==> src/vid_timing_pkg.sv <==
`default_nettype none

package vid_timing_pkg;

	localparam int CNT_W = 11; // Every raster count

	typedef enum logic [2:0] {
		MODE_VGA,
		MODE_SVGA,
		MODE_XGA,
		MODE_HDTV720P,
		MODE_SXGA,
		MODE_CAMERA
	} vid_mode_e;

	////////////////////////////////////////
	// Per-mode timing in pixels and lines
	////////////////////////////////////////

	// 640x480@60
	localparam logic [CNT_W-1:0] HPIXELS_VGA = 11'd640;
	localparam logic [CNT_W-1:0] HFNPRCH_VGA = 11'd16;
	localparam logic [CNT_W-1:0] HSYNCPW_VGA = 11'd96;
	localparam logic [CNT_W-1:0] HBKPRCH_VGA = 11'd48;
	localparam logic [CNT_W-1:0] VLINES_VGA  = 11'd480;
	localparam logic [CNT_W-1:0] VFNPRCH_VGA = 11'd11; // Longer than the usual 10
	localparam logic [CNT_W-1:0] VSYNCPW_VGA = 11'd2;
	localparam logic [CNT_W-1:0] VBKPRCH_VGA = 11'd31;
	localparam logic             HVSYNC_NEG_VGA = 1'b1;

	// 800x600@60
	localparam logic [CNT_W-1:0] HPIXELS_SVGA = 11'd800;
	localparam logic [CNT_W-1:0] HFNPRCH_SVGA = 11'd40;
	localparam logic [CNT_W-1:0] HSYNCPW_SVGA = 11'd128;
	localparam logic [CNT_W-1:0] HBKPRCH_SVGA = 11'd88;
	localparam logic [CNT_W-1:0] VLINES_SVGA  = 11'd600;
	localparam logic [CNT_W-1:0] VFNPRCH_SVGA = 11'd1;
	localparam logic [CNT_W-1:0] VSYNCPW_SVGA = 11'd4;
	localparam logic [CNT_W-1:0] VBKPRCH_SVGA = 11'd23;
	localparam logic             HVSYNC_NEG_SVGA = 1'b0;

	// 1024x768@60
	localparam logic [CNT_W-1:0] HPIXELS_XGA = 11'd1024;
	localparam logic [CNT_W-1:0] HFNPRCH_XGA = 11'd24;
	localparam logic [CNT_W-1:0] HSYNCPW_XGA = 11'd136;
	localparam logic [CNT_W-1:0] HBKPRCH_XGA = 11'd160;
	localparam logic [CNT_W-1:0] VLINES_XGA  = 11'd768;
	localparam logic [CNT_W-1:0] VFNPRCH_XGA = 11'd3;
	localparam logic [CNT_W-1:0] VSYNCPW_XGA = 11'd6;
	localparam logic [CNT_W-1:0] VBKPRCH_XGA = 11'd29;
	localparam logic             HVSYNC_NEG_XGA = 1'b1;

	// 1280x720@60
	localparam logic [CNT_W-1:0] HPIXELS_HDTV720P = 11'd1280;
	localparam logic [CNT_W-1:0] HFNPRCH_HDTV720P = 11'd110;
	localparam logic [CNT_W-1:0] HSYNCPW_HDTV720P = 11'd40;
	localparam logic [CNT_W-1:0] HBKPRCH_HDTV720P = 11'd220;
	localparam logic [CNT_W-1:0] VLINES_HDTV720P  = 11'd720;
	localparam logic [CNT_W-1:0] VFNPRCH_HDTV720P = 11'd5;
	localparam logic [CNT_W-1:0] VSYNCPW_HDTV720P = 11'd5;
	localparam logic [CNT_W-1:0] VBKPRCH_HDTV720P = 11'd20;
	localparam logic             HVSYNC_NEG_HDTV720P = 1'b0;

	// 1280x1024@60
	localparam logic [CNT_W-1:0] HPIXELS_SXGA = 11'd1280;
	localparam logic [CNT_W-1:0] HFNPRCH_SXGA = 11'd48;
	localparam logic [CNT_W-1:0] HSYNCPW_SXGA = 11'd112;
	localparam logic [CNT_W-1:0] HBKPRCH_SXGA = 11'd248;
	localparam logic [CNT_W-1:0] VLINES_SXGA  = 11'd1024;
	localparam logic [CNT_W-1:0] VFNPRCH_SXGA = 11'd1;
	localparam logic [CNT_W-1:0] VSYNCPW_SXGA = 11'd3;
	localparam logic [CNT_W-1:0] VBKPRCH_SXGA = 11'd38;
	localparam logic             HVSYNC_NEG_SXGA = 1'b0;

	// Camera raster, 720p with trimmed sync
	localparam logic [CNT_W-1:0] HPIXELS_CAMERA = 11'd1280;
	localparam logic [CNT_W-1:0] HFNPRCH_CAMERA = 11'd110;
	localparam logic [CNT_W-1:0] HSYNCPW_CAMERA = 11'd39;
	localparam logic [CNT_W-1:0] HBKPRCH_CAMERA = 11'd220;
	localparam logic [CNT_W-1:0] VLINES_CAMERA  = 11'd720;
	localparam logic [CNT_W-1:0] VFNPRCH_CAMERA = 11'd4;
	localparam logic [CNT_W-1:0] VSYNCPW_CAMERA = 11'd4;
	localparam logic [CNT_W-1:0] VBKPRCH_CAMERA = 11'd22;
	localparam logic             HVSYNC_NEG_CAMERA = 1'b0;

	// Terminal counts of one mode
	typedef struct packed {
		logic [CNT_W-1:0] hsblnk; // Last active pixel
		logic [CNT_W-1:0] hssync;
		logic [CNT_W-1:0] hesync;
		logic [CNT_W-1:0] heblnk; // Last pixel of the line
		logic [CNT_W-1:0] vsblnk;
		logic [CNT_W-1:0] vssync;
		logic [CNT_W-1:0] vesync;
		logic [CNT_W-1:0] veblnk;
		logic             neg_pol; // 1 for low-active sync
	} tc_word_t;

	// Current raster position
	typedef struct packed {
		logic [CNT_W-1:0] hcount;
		logic [CNT_W-1:0] vcount;
	} raster_pos_t;

	typedef struct packed {
		logic hsync;
		logic vsync;
		logic de;
	} raster_sig_t;

endpackage

`default_nettype wire

==> src/panel_ctrl_pkg.sv <==
`default_nettype none

package panel_ctrl_pkg;

	localparam int SW_W = 4; // Mode switches on the panel

	////////////////////////////////////////
	// Switch codes
	////////////////////////////////////////

	localparam logic [SW_W-1:0] SW_VGA      = 4'b0000;
	localparam logic [SW_W-1:0] SW_SVGA     = 4'b0001;
	localparam logic [SW_W-1:0] SW_XGA      = 4'b0011;
	localparam logic [SW_W-1:0] SW_HDTV720P = 4'b0010;
	localparam logic [SW_W-1:0] SW_SXGA     = 4'b1000;
	localparam logic [SW_W-1:0] SW_CAMERA   = 4'b1001;

	////////////////////////////////////////
	// Debounce
	////////////////////////////////////////

	// Equal samples before a code counts as settled
	localparam int DEBOUNCE_CYCLES = 16;

	// Counter holds 0 to DEBOUNCE_CYCLES-1
	localparam int DB_CNT_W = $clog2(DEBOUNCE_CYCLES);

endpackage

`default_nettype wire

==> src/mode_switch.sv <==
`timescale 1ns/10ps
`default_nettype none

module mode_switch
	import panel_ctrl_pkg::*;
	import vid_timing_pkg::*;
(
	input  logic            clk50m_bufg,
	input  logic            RSTBTN,
	input  logic [SW_W-1:0] sw,        // Straight from the panel
	output vid_mode_e       mode,      // Current mode
	output logic            mode_load  // One cycle per mode change
);

	logic [SW_W-1:0]     sw_meta;    // First sync stage
	logic [SW_W-1:0]     sw_sync;    // Second sync stage
	logic [SW_W-1:0]     sw_last;    // Code being timed
	logic [DB_CNT_W-1:0] stable_cnt;
	logic                settled;
	logic                loaded;     // A mode has gone out since reset
	vid_mode_e           new_mode;

	// Unlisted codes fall back to 720p
	function automatic vid_mode_e code_to_mode(input logic [SW_W-1:0] code);
		case (code)
			SW_VGA:      return MODE_VGA;
			SW_SVGA:     return MODE_SVGA;
			SW_XGA:      return MODE_XGA;
			SW_HDTV720P: return MODE_HDTV720P;
			SW_SXGA:     return MODE_SXGA;
			SW_CAMERA:   return MODE_CAMERA;
			default:     return MODE_HDTV720P;
		endcase
	endfunction

	////////////////////////////////////////
	// Two-flop synchronizer
	////////////////////////////////////////
	always_ff @(posedge clk50m_bufg) begin
		if (RSTBTN) begin
			sw_meta <= '0;
			sw_sync <= '0;
		end else begin
			sw_meta <= sw;
			sw_sync <= sw_meta;
		end
	end

	////////////////////////////////////////
	// Stability counter
	////////////////////////////////////////
	always_ff @(posedge clk50m_bufg) begin
		if (RSTBTN) begin
			sw_last    <= '0;
			stable_cnt <= '0;
		end else if (sw_sync != sw_last) begin
			sw_last    <= sw_sync; // New code, start over
			stable_cnt <= '0;
		end else if (!settled) begin
			stable_cnt <= stable_cnt + 1'b1;
		end
	end

	assign settled  = (stable_cnt == DB_CNT_W'(DEBOUNCE_CYCLES - 1)); // Saturates here
	assign new_mode = code_to_mode(sw_last);

	// Load only on a real change, or the first settle after reset
	always_ff @(posedge clk50m_bufg) begin
		if (RSTBTN) begin
			mode      <= MODE_VGA;
			mode_load <= 1'b0;
			loaded    <= 1'b0;
		end else begin
			mode_load <= 1'b0;
			if (settled && (!loaded || (new_mode != mode))) begin
				mode      <= new_mode;
				mode_load <= 1'b1;
				loaded    <= 1'b1;
			end
		end
	end

endmodule

`default_nettype wire

==> src/mode_table.sv <==
`timescale 1ns/10ps
`default_nettype none

module mode_table
	import vid_timing_pkg::*;
(
	input  vid_mode_e mode,
	output tc_word_t  tc    // Terminal counts and polarity
);

	// Each count is the previous one plus the next interval
	function automatic tc_word_t build_tc(
		input logic [CNT_W-1:0] hpix,
		input logic [CNT_W-1:0] hfp,
		input logic [CNT_W-1:0] hsw,
		input logic [CNT_W-1:0] hbp,
		input logic [CNT_W-1:0] vlin,
		input logic [CNT_W-1:0] vfp,
		input logic [CNT_W-1:0] vsw,
		input logic [CNT_W-1:0] vbp,
		input logic             neg
	);
		tc_word_t t;
		t.hsblnk  = hpix - 1'b1;    // Last live pixel
		t.hssync  = t.hsblnk + hfp;
		t.hesync  = t.hssync + hsw;
		t.heblnk  = t.hesync + hbp; // Line length minus one
		t.vsblnk  = vlin - 1'b1;
		t.vssync  = t.vsblnk + vfp;
		t.vesync  = t.vssync + vsw;
		t.veblnk  = t.vesync + vbp;
		t.neg_pol = neg;
		return t;
	endfunction

	always_comb begin
		case (mode)
			MODE_VGA: tc = build_tc(HPIXELS_VGA, HFNPRCH_VGA, HSYNCPW_VGA, HBKPRCH_VGA,
				VLINES_VGA, VFNPRCH_VGA, VSYNCPW_VGA, VBKPRCH_VGA, HVSYNC_NEG_VGA);

			MODE_SVGA: tc = build_tc(HPIXELS_SVGA, HFNPRCH_SVGA, HSYNCPW_SVGA, HBKPRCH_SVGA,
				VLINES_SVGA, VFNPRCH_SVGA, VSYNCPW_SVGA, VBKPRCH_SVGA, HVSYNC_NEG_SVGA);

			MODE_XGA: tc = build_tc(HPIXELS_XGA, HFNPRCH_XGA, HSYNCPW_XGA, HBKPRCH_XGA,
				VLINES_XGA, VFNPRCH_XGA, VSYNCPW_XGA, VBKPRCH_XGA, HVSYNC_NEG_XGA);

			MODE_SXGA: tc = build_tc(HPIXELS_SXGA, HFNPRCH_SXGA, HSYNCPW_SXGA, HBKPRCH_SXGA,
				VLINES_SXGA, VFNPRCH_SXGA, VSYNCPW_SXGA, VBKPRCH_SXGA, HVSYNC_NEG_SXGA);

			MODE_CAMERA: tc = build_tc(HPIXELS_CAMERA, HFNPRCH_CAMERA, HSYNCPW_CAMERA,
				HBKPRCH_CAMERA, VLINES_CAMERA, VFNPRCH_CAMERA, VSYNCPW_CAMERA,
				VBKPRCH_CAMERA, HVSYNC_NEG_CAMERA);

			// 720p, also the fallback
			default: tc = build_tc(HPIXELS_HDTV720P, HFNPRCH_HDTV720P, HSYNCPW_HDTV720P,
				HBKPRCH_HDTV720P, VLINES_HDTV720P, VFNPRCH_HDTV720P, VSYNCPW_HDTV720P,
				VBKPRCH_HDTV720P, HVSYNC_NEG_HDTV720P);
		endcase
	end

endmodule

`default_nettype wire

==> src/raster_gen.sv <==
`timescale 1ns/10ps
`default_nettype none

module raster_gen
	import vid_timing_pkg::*;
(
	input  logic        clk50m_bufg,
	input  logic        RSTBTN,
	input  tc_word_t    tc,          // From the mode table
	input  logic        mode_load,   // Restart the raster
	output raster_sig_t video_sync   // Two cycles behind the count
);

	raster_pos_t pos;
	raster_sig_t sig_raw;   // Decoded from pos
	raster_sig_t sig_q;     // First pipeline stage
	logic        running;   // Set by the first load
	logic        line_end;
	logic        frame_end;
	logic        hblank;
	logic        vblank;
	logic        hsync_int;
	logic        vsync_int;

	////////////////////////////////////////
	// Counters
	////////////////////////////////////////
	always_ff @(posedge clk50m_bufg) begin
		if (RSTBTN) begin
			running <= 1'b0;
		end else if (mode_load) begin
			running <= 1'b1;
		end
	end

	assign line_end  = (pos.hcount == tc.heblnk);
	assign frame_end = (pos.vcount == tc.veblnk);

	always_ff @(posedge clk50m_bufg) begin
		if (RSTBTN || mode_load || !running) begin
			pos <= '0; // Park at the origin
		end else if (line_end) begin
			pos.hcount <= '0;
			pos.vcount <= frame_end ? '0 : pos.vcount + 1'b1;
		end else begin
			pos.hcount <= pos.hcount + 1'b1;
		end
	end

	////////////////////////////////////////
	// Blank and sync decode
	////////////////////////////////////////
	assign hblank    = (pos.hcount > tc.hsblnk);
	assign vblank    = (pos.vcount > tc.vsblnk);
	assign hsync_int = (pos.hcount > tc.hssync) && (pos.hcount <= tc.hesync);
	assign vsync_int = (pos.vcount > tc.vssync) && (pos.vcount <= tc.vesync);

	always_comb begin
		if (!running) begin
			sig_raw = '0; // Quiet until a mode is loaded
		end else begin
			sig_raw.hsync = hsync_int ^ tc.neg_pol;
			sig_raw.vsync = vsync_int ^ tc.neg_pol;
			sig_raw.de    = !hblank && !vblank;
		end
	end

	////////////////////////////////////////
	// Output pipeline
	////////////////////////////////////////
	always_ff @(posedge clk50m_bufg) begin
		if (RSTBTN) begin
			sig_q      <= '0;
			video_sync <= '0;
		end else begin
			sig_q      <= sig_raw;
			video_sync <= sig_q; // Sync and de stay aligned
		end
	end

endmodule

`default_nettype wire

==> src/video_timing_top.sv <==
`timescale 1ns/10ps
`default_nettype none

module video_timing_top
	import panel_ctrl_pkg::*;
	import vid_timing_pkg::*;
(
	input  logic            clk50m_bufg,
	input  logic            RSTBTN,
	input  logic [SW_W-1:0] sw,          // Asynchronous mode switches
	output raster_sig_t     video_sync,
	output vid_mode_e       mode         // Status level
);

	logic     mode_load; // Restart pulse
	tc_word_t tc;

	// Switch handling
	mode_switch u_mode_switch (
		.clk50m_bufg (clk50m_bufg),
		.RSTBTN      (RSTBTN),
		.sw          (sw),
		.mode        (mode),
		.mode_load   (mode_load)
	);

	// Mode to terminal counts
	mode_table u_mode_table (
		.mode (mode),
		.tc   (tc)
	);

	// Counters, decode and output stages
	raster_gen u_raster_gen (
		.clk50m_bufg (clk50m_bufg),
		.RSTBTN      (RSTBTN),
		.tc          (tc),
		.mode_load   (mode_load),
		.video_sync  (video_sync)
	);

endmodule

`default_nettype wire

==> config.mk <==
export PLATFORM = sky130hd
export DESIGN_NAME = video_timing_top
export DESIGN_NICKNAME = d
export VERILOG_FILES = /design/src/vid_timing_pkg.sv /design/src/panel_ctrl_pkg.sv /design/src/mode_switch.sv /design/src/mode_table.sv /design/src/raster_gen.sv /design/src/video_timing_top.sv
export SDC_FILE = /design/constraint.sdc
export NUM_CORES = 1
export LEC_CHECK = 0
export ABC_CLOCK_PERIOD_IN_PS = 6500
export BUFFER_PORTS_ARGS = -buffer_cell sky130_fd_sc_hd__buf_4
export CAP_MARGIN = 10
export CELL_PAD_IN_SITES_DETAIL_PLACEMENT = 1
export CELL_PAD_IN_SITES_GLOBAL_PLACEMENT = 1
export CORE_UTILIZATION = 40
export DETAILED_ROUTE_END_ITERATION = 8
export GPL_ROUTABILITY_DRIVEN = 0
export PLACE_DENSITY = 0.8
export SLEW_MARGIN = 20
export SYNTH_ARGS = -nofsm -noshare
export SYNTH_HDL_FRONTEND = slang
export SYNTH_SLANG_ARGS = --single-unit
==> constraint.sdc <==
create_clock -name clk50m_bufg -period 6.5 [get_ports clk50m_bufg]
set_input_delay 0.65 -clock clk50m_bufg [delete_from_list [all_inputs] [get_ports clk50m_bufg]]
set_output_delay 0.65 -clock clk50m_bufg [all_outputs]
set_load 0.02 [all_outputs]
==> summary by stage <==
Setup path
The category of the critical setup timing path is register to register. STA puts the critical path data required time at 6.73 ns. The endpoint identified for the worst register-to-register timing path is u_raster_gen.pos[5]$_SDFFE_PP0P_. The launching element type of the critical path is a register. The register-to-register path setup slack is 2.40 ns. The startpoint identified for the worst register-to-register timing path is u_mode_switch.mode[2]$_SDFFE_PP0P_. The number of cell instances on the worst register-to-register path is 8. STA classifies the critical path endpoint as a register. The critical path data arrival time is 4.33 ns.

Of all nets on the critical path, the largest fanout is 25.

Synth
The flop and latch count out of synthesis is 50. In this run the mean area of a mapped cell was 8.26 µm². The area share of the largest cell type after synthesis is 0.283. Counting every instance in the synthesized netlist gives 428. The number of nets in the synthesized netlist is 471. The number of distinct standard cells referenced by the synthesized netlist is 75. Yosys attributes the largest share of cell area to sky130_fd_sc_hd__dfxtp_1 (28%), sky130_fd_sc_hd__ha_1 (13%), sky130_fd_sc_hd__nor2_1 (3.7%).

The share of async-settable or async-resettable flops after synthesis is 0. The synthesized design contains 0 enable-type register cells. The biggest area contributor in the post-synthesis netlist is sky130_fd_sc_hd__dfxtp_1. By count the netlist is led by sky130_fd_sc_hd__dfxtp_1 (50), sky130_fd_sc_hd__ha_1 (37), sky130_fd_sc_hd__nor2_1 (35).

For this run, the leading register cell type out of synthesis is sky130_fd_sc_hd__dfxtp_1. In the post-synthesis netlist, the cell with the most instances is sky130_fd_sc_hd__dfxtp_1. The number of warnings printed during yosys synthesis is 0. The area of the mapped netlist is 0.00353 mm². The sequential-to-total area share from yosys stat is 0.283.

Clock tree
Gates resized during post-CTS repair numbered 0. The clock latency of the later-clocked register in the worst-skew pair is 0.30 ns. The cell chosen for the clock root is sky130_fd_sc_hd__clkbuf_8. Clock-pin slew was measured on the worst setup and hold paths at 0.10 ns. The number of clock buffers inserted by TritonCTS is 5. The number of levels in the clock H-tree is 2. Counting every sink on the clock net gives 50. The clock tree from TritonCTS is done.

The clock passes through at most 2 buffers. Post-CTS timing repair inserted 0 buffers for setup. The count of hold-fix buffers inserted at cts is 0.

Finish
The proportion of layout cells with a drive suffix above 1 is 0.0827. The number of antenna cells inserted is 0. The count of nets after finishing is 466.

The synthesis-to-finish area growth is 4.85%. Excluding fillers, the count of instances in the completed layout stands at 528. At the end of the flow the core is filled with cells to 0.442.

Timing
At the pin with the least slew margin, the transition time is 0.920 ns. The number of slew-limit violations in the final report was 0. For this run, the top clock speed supported by timing is 0.244 GHz. For the final database, setup skew stands at 0.0100 ns. The clock period could shrink to 4.10 ns. Setup repair after global routing left no endpoint under its margin. The total of endpoints with negative setup slack in the final report is 0.

Adding up every negative setup slack in the final design gives 0 ns. Measured against its own limit, the worst slew margin works out to 0.386. The number of hold violations in the final report was 0. Of the available clock period, the critical path in the final layout requires 0.631.

Global route
The global route total overflow is 0. The pin count of the biggest net entering global routing is 28. The first-pass GRT wire length is 15400 µm. The global-route usage over all layers is 0.215. The number of antenna violations at the first check in global routing is 0. The number of global-route vias before repair is 3158.

Detailed routing
The routed via count divided by cell count is 6.01. The count of routing violations after the opening detailed-route iteration is 203. The length of the first detailed-routing pass in iterations is 4.

In the final routed layout, each cell accounts on average for 17.8 µm. For this run, design rule violations remaining after detail routing come to 0. The detail route stage leaves a number of antenna-violating nets equal to 0. The routed layout has 3171 vias. The post-detailed-routing wire length is 9390 µm.

Die
The width of the die is 96.0 µm. The die height is 96.0 µm. The area enclosed by the die boundary is 0.00922 mm². The initial cell density of the core is 0.422. The number of cell rows is 33. 12 I/O pins were placed. In this run the standard cell core region covers 0.00838 mm².

Min path
In this run the most critical hold path is launched from u_mode_switch.sw_meta[3]$_SDFF_PP0_. The class of the worst hold path is register to register. The path with the worst hold slack has its endpoint at u_mode_switch.sw_sync[3]$_SDFF_PP0_. The hold path depth is 1.

Place
The sum of net half-perimeters after detailed placement is 6980 µm. Port buffering added 11 buffers. The number of placed instances, taps included, is 521.

Pwr
The static leakage power is 0.00153 µW. VDD sags by at most 94.2 µV. The total power per unit cell area is 148 mW/mm².

Run
The tool flagged a number of max-cap violations equal to 0.

Outcome
The flow ran to the end, and the final reports show no timing, DRC or antenna violations.
[sequential cells by signal, summed over array words and instances, names as in the netlist]
name / cells
u_mode_switch.loaded: 1
u_mode_switch.mode: 3
u_mode_switch.mode_load: 1
u_mode_switch.stable_cnt: 4
u_mode_switch.sw_last: 4
u_mode_switch.sw_meta: 4
u_mode_switch.sw_sync: 4
u_raster_gen.pos: 22
u_raster_gen.running: 1
u_raster_gen.sig_q: 3
u_raster_gen.video_sync: 3
[where the power goes]
part	internal (µW)	total (µW)	leakage (µW)	switching, µW
clock	113	220	0.0000542	107
sequential	310	313	0.000405	2.88
combinational	6.78	13.5	0.00107	6.73
[logic make-up (layout without fill, tap and decap cells)]
logic type,Yosys count,in the layout,synth area share
xor+xnor,21,21,0.0520
fa+ha+maj,40,40,0.140
simple gates,166,166,0.257
flops,50,50,0.283
mux,3,3,0.00885
compound gates,97,97,0.186
buf+inv,51,46,0.0729
[through the flow]
stage | hold WS, ns | power (µW) | setup WS, ns | area, µm²
6_report | 0.445 | 547 | 2.40 | 3710
5_1_grt | 0.463 | 561 | 1.98 | 3710
4_1_cts | 0.451 | 553 | 2.39 | 3710
3_3_place_gp | 0.416 | 333 | 2.68 | 3600
3_5_place_dp | 0.428 | 334 | 2.42 | 3600
2_1_floorplan | 0.414 | 329 | 3.51 | 3530
[critical path, stage by stage (launching register included)]
cell and delay [ns]:
sky130_fd_sc_hd__dfxtp_1 0.93, sky130_fd_sc_hd__nor2b_1 0.38, sky130_fd_sc_hd__nand2_1 0.13, sky130_fd_sc_hd__ha_1 0.36, sky130_fd_sc_hd__nand3_1 0.07, sky130_fd_sc_hd__a2111oi_0 0.40
sky130_fd_sc_hd__nand4_1 0.80, sky130_fd_sc_hd__or4_1 0.78, sky130_fd_sc_hd__a21oi_1 0.17
[cells in the final DEF, fill, tap and decap left out, types with 4 or more instances in the layout]
| cell | count |
|---|---|
| sky130_fd_sc_hd__a31oi_1 | 4 |
| sky130_fd_sc_hd__nand4_1 | 15 |
| sky130_fd_sc_hd__nor2b_1 | 17 |
| sky130_fd_sc_hd__nand3_1 | 12 |
| sky130_fd_sc_hd__o31ai_1 | 4 |
| sky130_fd_sc_hd__nand2b_1 | 6 |
| sky130_fd_sc_hd__or4_1 | 8 |
| sky130_fd_sc_hd__a21o_1 | 6 |
| sky130_fd_sc_hd__clkbuf_8 | 5 |
| sky130_fd_sc_hd__buf_4 | 11 |
| sky130_fd_sc_hd__o21ai_0 | 16 |
| sky130_fd_sc_hd__nand2_1 | 31 |
| sky130_fd_sc_hd__nor2_1 | 35 |
| sky130_fd_sc_hd__xor2_1 | 7 |
| sky130_fd_sc_hd__a211oi_1 | 6 |
| sky130_fd_sc_hd__dfxtp_1 | 50 |
| sky130_fd_sc_hd__a211o_1 | 4 |
| sky130_fd_sc_hd__inv_1 | 26 |
| sky130_fd_sc_hd__xnor2_1 | 14 |
| sky130_fd_sc_hd__nor3_1 | 7 |
| sky130_fd_sc_hd__or3_1 | 6 |
| sky130_fd_sc_hd__a21oi_1 | 26 |
| sky130_fd_sc_hd__ha_1 | 37 |
| sky130_fd_sc_hd__and3_1 | 6 |
[how the worst max path moves through the flow]
| stage | startpoint | end | slack, ns |
|---|---|---|---|
| after floorplan | u_mode_switch.mode[2]$_SDFFE_PP0P_ | u_raster_gen.sig_q[1]$_SDFF_PP0_ | 3.51 |
| after global placement | u_mode_switch.mode[2]$_SDFFE_PP0P_ | u_raster_gen.pos[4]$_SDFFE_PP0P_ | 2.68 |
| after detailed placement | u_mode_switch.mode[2]$_SDFFE_PP0P_ | u_raster_gen.pos[5]$_SDFFE_PP0P_ | 2.42 |
| after CTS | u_mode_switch.mode[2]$_SDFFE_PP0P_ | u_raster_gen.pos[5]$_SDFFE_PP0P_ | 2.39 |
| after global routing | u_mode_switch.mode[2]$_SDFFE_PP0P_ | u_raster_gen.pos[5]$_SDFFE_PP0P_ | 1.98 |
| final | u_mode_switch.mode[2]$_SDFFE_PP0P_ | u_raster_gen.pos[5]$_SDFFE_PP0P_ | 2.40 |
[per-layer routing]
metal  routed length (µm)  part of all wire  vias to the layer above  GRT usage
met1                 4310              0.46                     1548      0.262
met2                 4470              0.48                       66      0.371
met5                    0                 0                        -          0
li1                     -                 -                     1536          -
met4                  259             0.028                        0     0.0896
met3                  359             0.038                       21     0.0363
[final cells by class]
cell class                 instances  area [µm²]
fill                            1030        4680
multi-input combinational        327        2280
sequential                        50        1000
tap                              105         131
inverter                          28         108
timing repair buffer              11        82.6
clock buffer                       5        68.8
clock inverter                     2        38.8
(Power assumes the default switching activity.)
